## config.mk

```make
export PLATFORM = sky130hd
export DESIGN_NAME = decodeStage
export DESIGN_NICKNAME = d
export VERILOG_FILES = /design/src/source/rvIsaPkg.sv /design/src/source/rvCtrlPkg.sv /design/src/source/branchResolver.sv /design/src/source/controlDecoder.sv /design/src/source/decodeStage.sv /design/src/source/idExRegister.sv
export SDC_FILE = /design/constraint.sdc
export NUM_CORES = 1
export LEC_CHECK = 0
export BUFFER_PORTS_ARGS = -buffer_cell sky130_fd_sc_hd__buf_2
export CAP_MARGIN = 20
export CORE_UTILIZATION = 35
export DETAILED_ROUTE_END_ITERATION = 8
export GPL_TIMING_DRIVEN = 0
export PLACE_DENSITY = 0.7
export SETUP_SLACK_MARGIN = 0.3
export SYNTH_ARGS = -nofsm -noshare
export SYNTH_HDL_FRONTEND = slang
export SYNTH_SLANG_ARGS = --single-unit
```

## constraint.sdc

```tcl
create_clock -name clk -period 1.71 [get_ports clk]
set_clock_uncertainty 0.1 [all_clocks]
set_input_delay 0.342 -clock clk [delete_from_list [all_inputs] [get_ports clk]]
set_output_delay 0.342 -clock clk [all_outputs]
set_load 0.05 [all_outputs]
```

## src/source/rvIsaPkg.sv

```systemverilog
package rvIsaPkg;

    // instruction word and datapath widths
    localparam int instrWidth = 32;
    localparam int regAddrWidth = 5;
    localparam int pcWidth = 16;
    // raw immediate field is everything above opcode, bits 31 down to 7
    localparam int immFieldWidth = 25;

    typedef logic [regAddrWidth-1:0] regAddrT;
    typedef logic [pcWidth-1:0] pcT;

    // x0 reads as zero and swallows writes
    localparam regAddrT regZero = '0;

    // major opcodes
    localparam logic [6:0] opReg = 7'b0110011;
    localparam logic [6:0] opImm = 7'b0010011;
    localparam logic [6:0] opLoad = 7'b0000011;
    localparam logic [6:0] opStore = 7'b0100011;
    localparam logic [6:0] opJal = 7'b1101111;
    localparam logic [6:0] opJalr = 7'b1100111;
    localparam logic [6:0] opLui = 7'b0110111;
    localparam logic [6:0] opAuipc = 7'b0010111;
    localparam logic [6:0] opBranch = 7'b1100011;

    // branch funct3, 010 and 011 are unused encodings
    localparam logic [2:0] f3Beq = 3'b000;
    localparam logic [2:0] f3Bne = 3'b001;
    localparam logic [2:0] f3Blt = 3'b100;
    localparam logic [2:0] f3Bge = 3'b101;
    localparam logic [2:0] f3Bltu = 3'b110;
    localparam logic [2:0] f3Bgeu = 3'b111;

    // register format view
    // also covers I, S and B since rs1, funct3 and opcode sit in the same place
    typedef struct packed {
        logic [6:0] funct7;
        regAddrT rs2;
        regAddrT rs1;
        logic [2:0] funct3;
        regAddrT rd;
        logic [6:0] opcode;
    } rFormatT;

    // upper immediate view for lui and auipc
    typedef struct packed {
        logic [19:0] upperImm;
        regAddrT rd;
        logic [6:0] opcode;
    } uFormatT;

    // one instruction word, two ways of reading it
    typedef union packed {
        rFormatT r;
        uFormatT u;
    } instrWordT;

endpackage

```

## src/source/rvCtrlPkg.sv

```systemverilog
package rvCtrlPkg;

    // alu control, funct7 bit 5 on top of funct3 for register ops
    typedef logic [3:0] aluCtrlT;
    localparam aluCtrlT aluAdd = 4'b0000;
    localparam aluCtrlT aluSub = 4'b1000;
    // set-less-than codes, zero flag comes back high when the compare holds
    localparam aluCtrlT aluLtSigned = 4'b0010;
    localparam aluCtrlT aluLtUnsigned = 4'b0011;

    // immediate format select for the sign extend unit
    typedef logic [2:0] immSelT;
    localparam immSelT immI = 3'b000;
    localparam immSelT immU = 3'b001;
    localparam immSelT immS = 3'b010;
    localparam immSelT immJ = 3'b011;
    // 12 bit I form as used by loads and jalr
    localparam immSelT immLd = 3'b100;
    localparam immSelT immB = 3'b111;

    // writeback source
    typedef logic [1:0] resultSrcT;
    localparam resultSrcT resAlu = 2'b00;
    localparam resultSrcT resMem = 2'b01;
    localparam resultSrcT resPc = 2'b10;

    // control flow kind, resolved after the ID/EX register
    typedef enum logic [3:0] {
        flowNone = 4'd0,
        flowJal = 4'd1,
        flowJalr = 4'd2,
        flowBeq = 4'd3,
        flowBne = 4'd4,
        flowBlt = 4'd5,
        flowBge = 4'd6,
        flowBltu = 4'd7,
        flowBgeu = 4'd8
    } flowKindT;

    // everything execute needs for one instruction
    typedef struct packed {
        rvIsaPkg::regAddrT rdAddr1;
        rvIsaPkg::regAddrT rdAddr2;
        rvIsaPkg::regAddrT wrAddr;
        logic regWrite;
        logic memWrite;
        // high selects the immediate as second alu operand
        logic aluSrc;
        aluCtrlT aluCtrl;
        resultSrcT resultSrc;
        logic [rvIsaPkg::immFieldWidth-1:0] immOp;
        immSelT immSel;
        // base pc for auipc, zero otherwise
        rvIsaPkg::pcT auipcPc;
        flowKindT flowKind;
    } ctrlBundleT;

    // add zero to x0 with nothing written, used for bubbles and bad opcodes
    localparam ctrlBundleT nopBundle = '{
        rdAddr1: '0,
        rdAddr2: '0,
        wrAddr: '0,
        regWrite: 1'b0,
        memWrite: 1'b0,
        aluSrc: 1'b1,
        aluCtrl: aluAdd,
        resultSrc: resAlu,
        immOp: '0,
        immSel: immI,
        auipcPc: '0,
        flowKind: flowNone
    };

endpackage

```

## src/source/branchResolver.sv

```systemverilog
`timescale 1ns/1ps

module branchResolver (
    input rvCtrlPkg::flowKindT flowKind,
    input logic zero,
    output logic pcSrc,
    output logic isJalr
);

    // zero is the execute result for this same bundle
    always_comb begin
        case (flowKind)
            // jumps always redirect
            rvCtrlPkg::flowJal,
            rvCtrlPkg::flowJalr: pcSrc = 1'b1;
            // taken when the compare holds
            rvCtrlPkg::flowBeq,
            rvCtrlPkg::flowBlt,
            rvCtrlPkg::flowBltu: pcSrc = zero;
            // opposite polarity of the pair above
            rvCtrlPkg::flowBne,
            rvCtrlPkg::flowBge,
            rvCtrlPkg::flowBgeu: pcSrc = ~zero;
            default: pcSrc = 1'b0;
        endcase
    end

    // target comes from rs1 plus imm instead of pc plus imm
    assign isJalr = (flowKind == rvCtrlPkg::flowJalr);

endmodule

```

## src/source/controlDecoder.sv

```systemverilog
`timescale 1ns/1ps

module controlDecoder (
    input rvIsaPkg::instrWordT instr,
    input rvIsaPkg::pcT pcNext,
    output rvCtrlPkg::ctrlBundleT next
);

    // flat copy of the word for slicing the raw immediate
    logic [rvIsaPkg::instrWidth-1:0] rawWord;
    logic [rvIsaPkg::immFieldWidth-1:0] immField;

    assign rawWord = instr;
    // immediate bits are scattered per format, sign extend sorts them out later
    assign immField = rawWord[rvIsaPkg::instrWidth-1 -: rvIsaPkg::immFieldWidth];

    always_comb begin
        rvCtrlPkg::aluCtrlT brAlu;
        rvCtrlPkg::flowKindT brFlow;

        brAlu = rvCtrlPkg::aluSub;
        brFlow = rvCtrlPkg::flowNone;
        // anything not matched below stays a no-op
        next = rvCtrlPkg::nopBundle;

        case (instr.r.opcode)
            rvIsaPkg::opReg: begin
                next.rdAddr1 = instr.r.rs1;
                next.rdAddr2 = instr.r.rs2;
                next.wrAddr = instr.r.rd;
                next.regWrite = 1'b1;
                // both operands from the register file
                next.aluSrc = 1'b0;
                // funct7 bit 5 splits add/sub and srl/sra
                next.aluCtrl = {instr.r.funct7[5], instr.r.funct3};
                next.immOp = immField;
            end

            rvIsaPkg::opImm: begin
                next.rdAddr1 = instr.r.rs1;
                next.rdAddr2 = rvIsaPkg::regZero;
                next.wrAddr = instr.r.rd;
                next.regWrite = 1'b1;
                next.aluSrc = 1'b1;
                // no sub for immediates so top bit is forced low
                next.aluCtrl = {1'b0, instr.r.funct3};
                next.immOp = immField;
                next.immSel = rvCtrlPkg::immI;
            end

            rvIsaPkg::opStore: begin
                // rs1 is the base, rs2 the store data
                next.rdAddr1 = instr.r.rs1;
                next.rdAddr2 = instr.r.rs2;
                next.wrAddr = rvIsaPkg::regZero;
                next.memWrite = 1'b1;
                next.aluSrc = 1'b1;
                // address is base plus offset
                next.aluCtrl = rvCtrlPkg::aluAdd;
                next.resultSrc = rvCtrlPkg::resMem;
                next.immOp = immField;
                next.immSel = rvCtrlPkg::immS;
            end

            rvIsaPkg::opLoad: begin
                next.rdAddr1 = instr.r.rs1;
                next.rdAddr2 = rvIsaPkg::regZero;
                next.wrAddr = instr.r.rd;
                next.regWrite = 1'b1;
                // memory is only read here
                next.memWrite = 1'b0;
                next.aluSrc = 1'b1;
                next.aluCtrl = rvCtrlPkg::aluAdd;
                next.resultSrc = rvCtrlPkg::resMem;
                next.immOp = immField;
                next.immSel = rvCtrlPkg::immLd;
            end

            rvIsaPkg::opJal: begin
                next.rdAddr1 = rvIsaPkg::regZero;
                next.rdAddr2 = rvIsaPkg::regZero;
                // link address goes to rd
                next.wrAddr = instr.r.rd;
                next.regWrite = 1'b1;
                next.aluSrc = 1'b1;
                next.resultSrc = rvCtrlPkg::resPc;
                next.immOp = immField;
                next.immSel = rvCtrlPkg::immJ;
                next.flowKind = rvCtrlPkg::flowJal;
            end

            rvIsaPkg::opJalr: begin
                // target is rs1 plus the I immediate
                next.rdAddr1 = instr.r.rs1;
                next.rdAddr2 = rvIsaPkg::regZero;
                next.wrAddr = rvIsaPkg::regZero;
                next.regWrite = 1'b0;
                next.aluSrc = 1'b1;
                next.immOp = immField;
                next.immSel = rvCtrlPkg::immLd;
                next.flowKind = rvCtrlPkg::flowJalr;
            end

            rvIsaPkg::opLui, rvIsaPkg::opAuipc: begin
                // x0 plus the upper immediate
                next.rdAddr1 = rvIsaPkg::regZero;
                next.rdAddr2 = rvIsaPkg::regZero;
                next.wrAddr = instr.u.rd;
                next.regWrite = 1'b1;
                next.aluSrc = 1'b1;
                next.aluCtrl = rvCtrlPkg::aluAdd;
                next.immOp = immField;
                next.immSel = rvCtrlPkg::immU;
                // pcNext is already pc plus 4, step back to this instruction
                if (instr.u.opcode == rvIsaPkg::opAuipc) begin
                    next.auipcPc = pcNext - rvIsaPkg::pcT'(4);
                end
            end

            rvIsaPkg::opBranch: begin
                // eq/ne subtract, the rest use set-less-than
                case (instr.r.funct3)
                    rvIsaPkg::f3Beq: begin
                        brAlu = rvCtrlPkg::aluSub;
                        brFlow = rvCtrlPkg::flowBeq;
                    end
                    rvIsaPkg::f3Bne: begin
                        brAlu = rvCtrlPkg::aluSub;
                        brFlow = rvCtrlPkg::flowBne;
                    end
                    rvIsaPkg::f3Blt: begin
                        brAlu = rvCtrlPkg::aluLtSigned;
                        brFlow = rvCtrlPkg::flowBlt;
                    end
                    rvIsaPkg::f3Bge: begin
                        brAlu = rvCtrlPkg::aluLtSigned;
                        brFlow = rvCtrlPkg::flowBge;
                    end
                    rvIsaPkg::f3Bltu: begin
                        brAlu = rvCtrlPkg::aluLtUnsigned;
                        brFlow = rvCtrlPkg::flowBltu;
                    end
                    rvIsaPkg::f3Bgeu: begin
                        brAlu = rvCtrlPkg::aluLtUnsigned;
                        brFlow = rvCtrlPkg::flowBgeu;
                    end
                    default: begin
                        // 010 and 011 fall through as a no-op
                        brFlow = rvCtrlPkg::flowNone;
                    end
                endcase

                if (brFlow != rvCtrlPkg::flowNone) begin
                    next.rdAddr1 = instr.r.rs1;
                    next.rdAddr2 = instr.r.rs2;
                    next.wrAddr = rvIsaPkg::regZero;
                    next.aluSrc = 1'b0;
                    next.aluCtrl = brAlu;
                    next.immOp = immField;
                    next.immSel = rvCtrlPkg::immB;
                    next.flowKind = brFlow;
                end
            end

            default: begin
                next = rvCtrlPkg::nopBundle;
            end
        endcase
    end

endmodule

```

## src/source/decodeStage.sv

```systemverilog
`timescale 1ns/1ps

module decodeStage (
    input logic clk,
    input logic rstN,
    input logic instrValid,
    input rvIsaPkg::instrWordT instr,
    input rvIsaPkg::pcT pcNext,
    // from execute, same cycle as the registered bundle
    input logic zero,
    output rvCtrlPkg::ctrlBundleT ctrl,
    output logic ctrlValid,
    output logic pcSrc,
    output logic isJalr
);

    // decoded bundle before the pipeline register
    rvCtrlPkg::ctrlBundleT nextCtrl;

    controlDecoder i_controlDecoder (
        .instr(instr),
        .pcNext(pcNext),
        .next(nextCtrl)
    );

    idExRegister i_idExRegister (
        .clk(clk),
        .rstN(rstN),
        .instrValid(instrValid),
        .next(nextCtrl),
        .ctrl(ctrl),
        .ctrlValid(ctrlValid)
    );

    // resolves against the registered flow kind
    branchResolver i_branchResolver (
        .flowKind(ctrl.flowKind),
        .zero(zero),
        .pcSrc(pcSrc),
        .isJalr(isJalr)
    );

endmodule

```

## src/source/idExRegister.sv

```systemverilog
`timescale 1ns/1ps

module idExRegister (
    input logic clk,
    input logic rstN,
    input logic instrValid,
    input rvCtrlPkg::ctrlBundleT next,
    output rvCtrlPkg::ctrlBundleT ctrl,
    output logic ctrlValid
);

    // ID/EX boundary, the only state in the stage
    always_ff @(posedge clk or negedge rstN) begin
        if (!rstN) begin
            // no-op keeps write enables low and flow at none
            ctrl <= rvCtrlPkg::nopBundle;
            ctrlValid <= 1'b0;
        end else if (instrValid) begin
            ctrl <= next;
            ctrlValid <= 1'b1;
        end else begin
            // bubble when nothing was fetched
            ctrl <= rvCtrlPkg::nopBundle;
            ctrlValid <= 1'b0;
        end
    end

endmodule

```

==> impl_metrics.toml <==
[outcome]
status = "finished with violations"
violations = "negative setup slack"

[timing]
hold_viol_final = 0
worst_pin_slew_ns = 0.879
grt_setup_unrepaired = "true"
period_share_pct = 116
maxSlewViolCount = 0
setup_ws_ns = -0.273
setup_viol = 2
min_period_ns = 1.98
fmax_mhz = 504
maxSlewHeadroom_pct = 41.4

[synthesis]
synthFlopType = "dfrtp_1"
ys_seq_elements = 73
avgSynthCellArea_sq_um = 11.0
synth_edf_count = 0
syn_nets = 320
synth_area_sq_um = 2940
syn-instance-count = 267
async_flop_share_pct = 100
yosys.cell_types.count = 48
ys_seq_area_share_pct = 62.1
ys_warn_count = 0

[cells_and_area]
nets = 479
syn_to_final_growth_pct = 60.0
fin_area_sq_um = 4710
final_core_util_pct = 57.6
drive_above_1_share_pct = 54.4
fin_cells = 535
layout_common_cells = "buf_2 (69), dfrtp_1 (68), clkbuf_4 (32)"
seqCellArea_sq_um = 1830
layout_commonest_cell = "buf_2"
fill_cells = 706
insertedDiodeCount = 0
multi_input_area_sq_um = 1350

[min_path]
hp-class = "input pin to async pin"

[drt]
via_per_inst = 4.76
finalWirelength_mm = 7.67
num_vias = 2544
first_pass_iters = 4
drc = 0
ant_nets = 0
wire_per_inst_um = 14.3
drtIter0Drc = 128

[die]
pin_count = 127
fp.dieH_um = 93.7
die-area_sq_um = 8780
coreArea_sq_um = 8180
start_util_pct = 36.0
rows = 33
dieWidth_um = 93.7

[setup_path]
cp-start-kind = "flop"
path_max_fanout = 3
critPathTopFamily = "compound AO/OA/AOI/OAI gates"
cpPeakStageDelay_ns = 0.43
worst_ep_required_time_ns = 1.27
cp_slowest_cell = "dfrtp_2"
cp-end-kind = "output port"
path_buf_inv = 1
crit_arrival_ns = 1.54
crit_type = "flop to output port"
crit_chain = "nor2b_1, o21ai_0, a21oi_1, a31o_4, buf_6"

[power_and_ir_drop]
irDropWorstVdd_v = 0.000465
power.total_w = 0.00348
leakage_nw = 2.33
pwr_density_cell_nw_per_um2 = 739

[global_routing]
grt_pass1_wl_mm = 11.5
grt_pass1_vias = 2461
grt_antenna_before_repair = 0
grt_max_degree = 74
gr-usage-all-layers_pct = 17.4
grt_overflow_total = 0

[clock_tree]
clock_sinks = 73
cts_tree = "built"
ctsHtreeMaxLevel = 3
cts_root_buf = "clkbuf_8"
postCtsHoldBufs = 0
clock_path_buffers = 2
cts.clk_slew.worst_paths_ns = 0.08
cts_inserted_buffers = 9

[placement]
place_area_sq_um = 3810
portBuffers = 123
dp_cells = 495
dpl.hpwl_mm = 5.10
place_congestion = 0.835

[run]
maxCapViolations = 0
[cell type report]
class	count	area share, %
timing repair buffer	149	22.7
tap	105	2.79
clock buffer	10	2.92
buffer	12	2.47
clock inverter	5	1.20
multi-input combinational	176	28.6
inverter	5	0.399
sequential	73	39.0
[cell usage after synthesis (2+ instances only)]
master,n,share of area (%)
o31ai_1,2,0.51
nand4b_1,2,0.60
inv_1,5,0.64
a32oi_1,3,0.89
and2_1,8,1.7
o21ai_0,4,0.68
nand3_1,4,0.68
o211ai_1,3,0.77
clkbuf_1,7,0.89
and3_1,3,0.64
o31a_1,2,0.60
dfrtp_1,72,61
nand2_1,23,2.9
xnor2_1,3,0.89
nor4_1,2,0.43
nor2_1,50,6.4
nor2b_1,19,4.0
and3b_1,2,0.60
a21oi_1,5,0.85
xor2_1,7,2.1
nor3_1,7,1.2
nand3b_1,3,0.77
buf_2,4,0.68
a31oi_1,2,0.43
a211oi_1,2,0.51
[power by group]
group	internal, W	switching (W)
registers	0.00174	0.00000358
clock network	0.000703	0.000618
logic	0.000166	0.000251
total	0.00261	0.000873
[cell families after synthesis]
group                      share of synthesized area, %
buffers and inverters                              2.85
xor gates and xnor gates                           2.98
muxes                                             0.340
DFF                                                62.1
adders and majority gates                         0.425
AOI/OAI and AO/OA                                  7.74
and+or+nand+nor                                    23.5
[flip-flops by register name, indices dropped and copies added, names as in the netlist]
register,count
i_idExRegister.ctrl,72
i_idExRegister.ctrlValid,1
[through the flow]
stage	setup TNS (ns)	setup slack, ns	hold WS (ns)
2_1_floorplan	-0.814	-0.0872	-0.0536
3_3_place_gp	-20.01	-0.310	0.393
3_5_place_dp	-9.53	-0.287	0.392
4_1_cts	-0.359	-0.283	0.0179
5_1_grt	-0.532	-0.373	0.0220
6_report	-0.325	-0.273	0.0324
[timing repair]
| item | in CTS | in global routing |
|---|---|---|
| cloned | 1 | 2 |
| setup buffers | 13 | 10 |
| endpoints found under the setup margin | 60 | 106 |
| pin swaps | 7 | 19 |
| gates resized for setup | 41 | 117 |
| endpoints found under the hold margin | 0 | 0 |
[routing by layer]
metal	routed length (um)	track usage, %	vias up	share of wire, %
li1	-	-	1209	-
met3	721	7.12	7	9.4
met2	3940	28.6	113	51
met5	0	0	-	0
met1	2940	20.3	1215	38
met4	66	6.54	0	0.86
[worst paths after layout]
path / startpoint / end / slack [ns] / depth (start not counted)
max: i_idExRegister.ctrl[1] / pcSrc / -0.27 / 5
min: rstN / i_idExRegister.ctrl[36] / 0.03 / 1
max in group asynchronous: rstN / i_idExRegister.ctrl[1] / 0.87 / 1
min in group clk: instrValid / i_idExRegister.ctrlValid / 0.04 / 1
(Power assumes the default switching activity.)
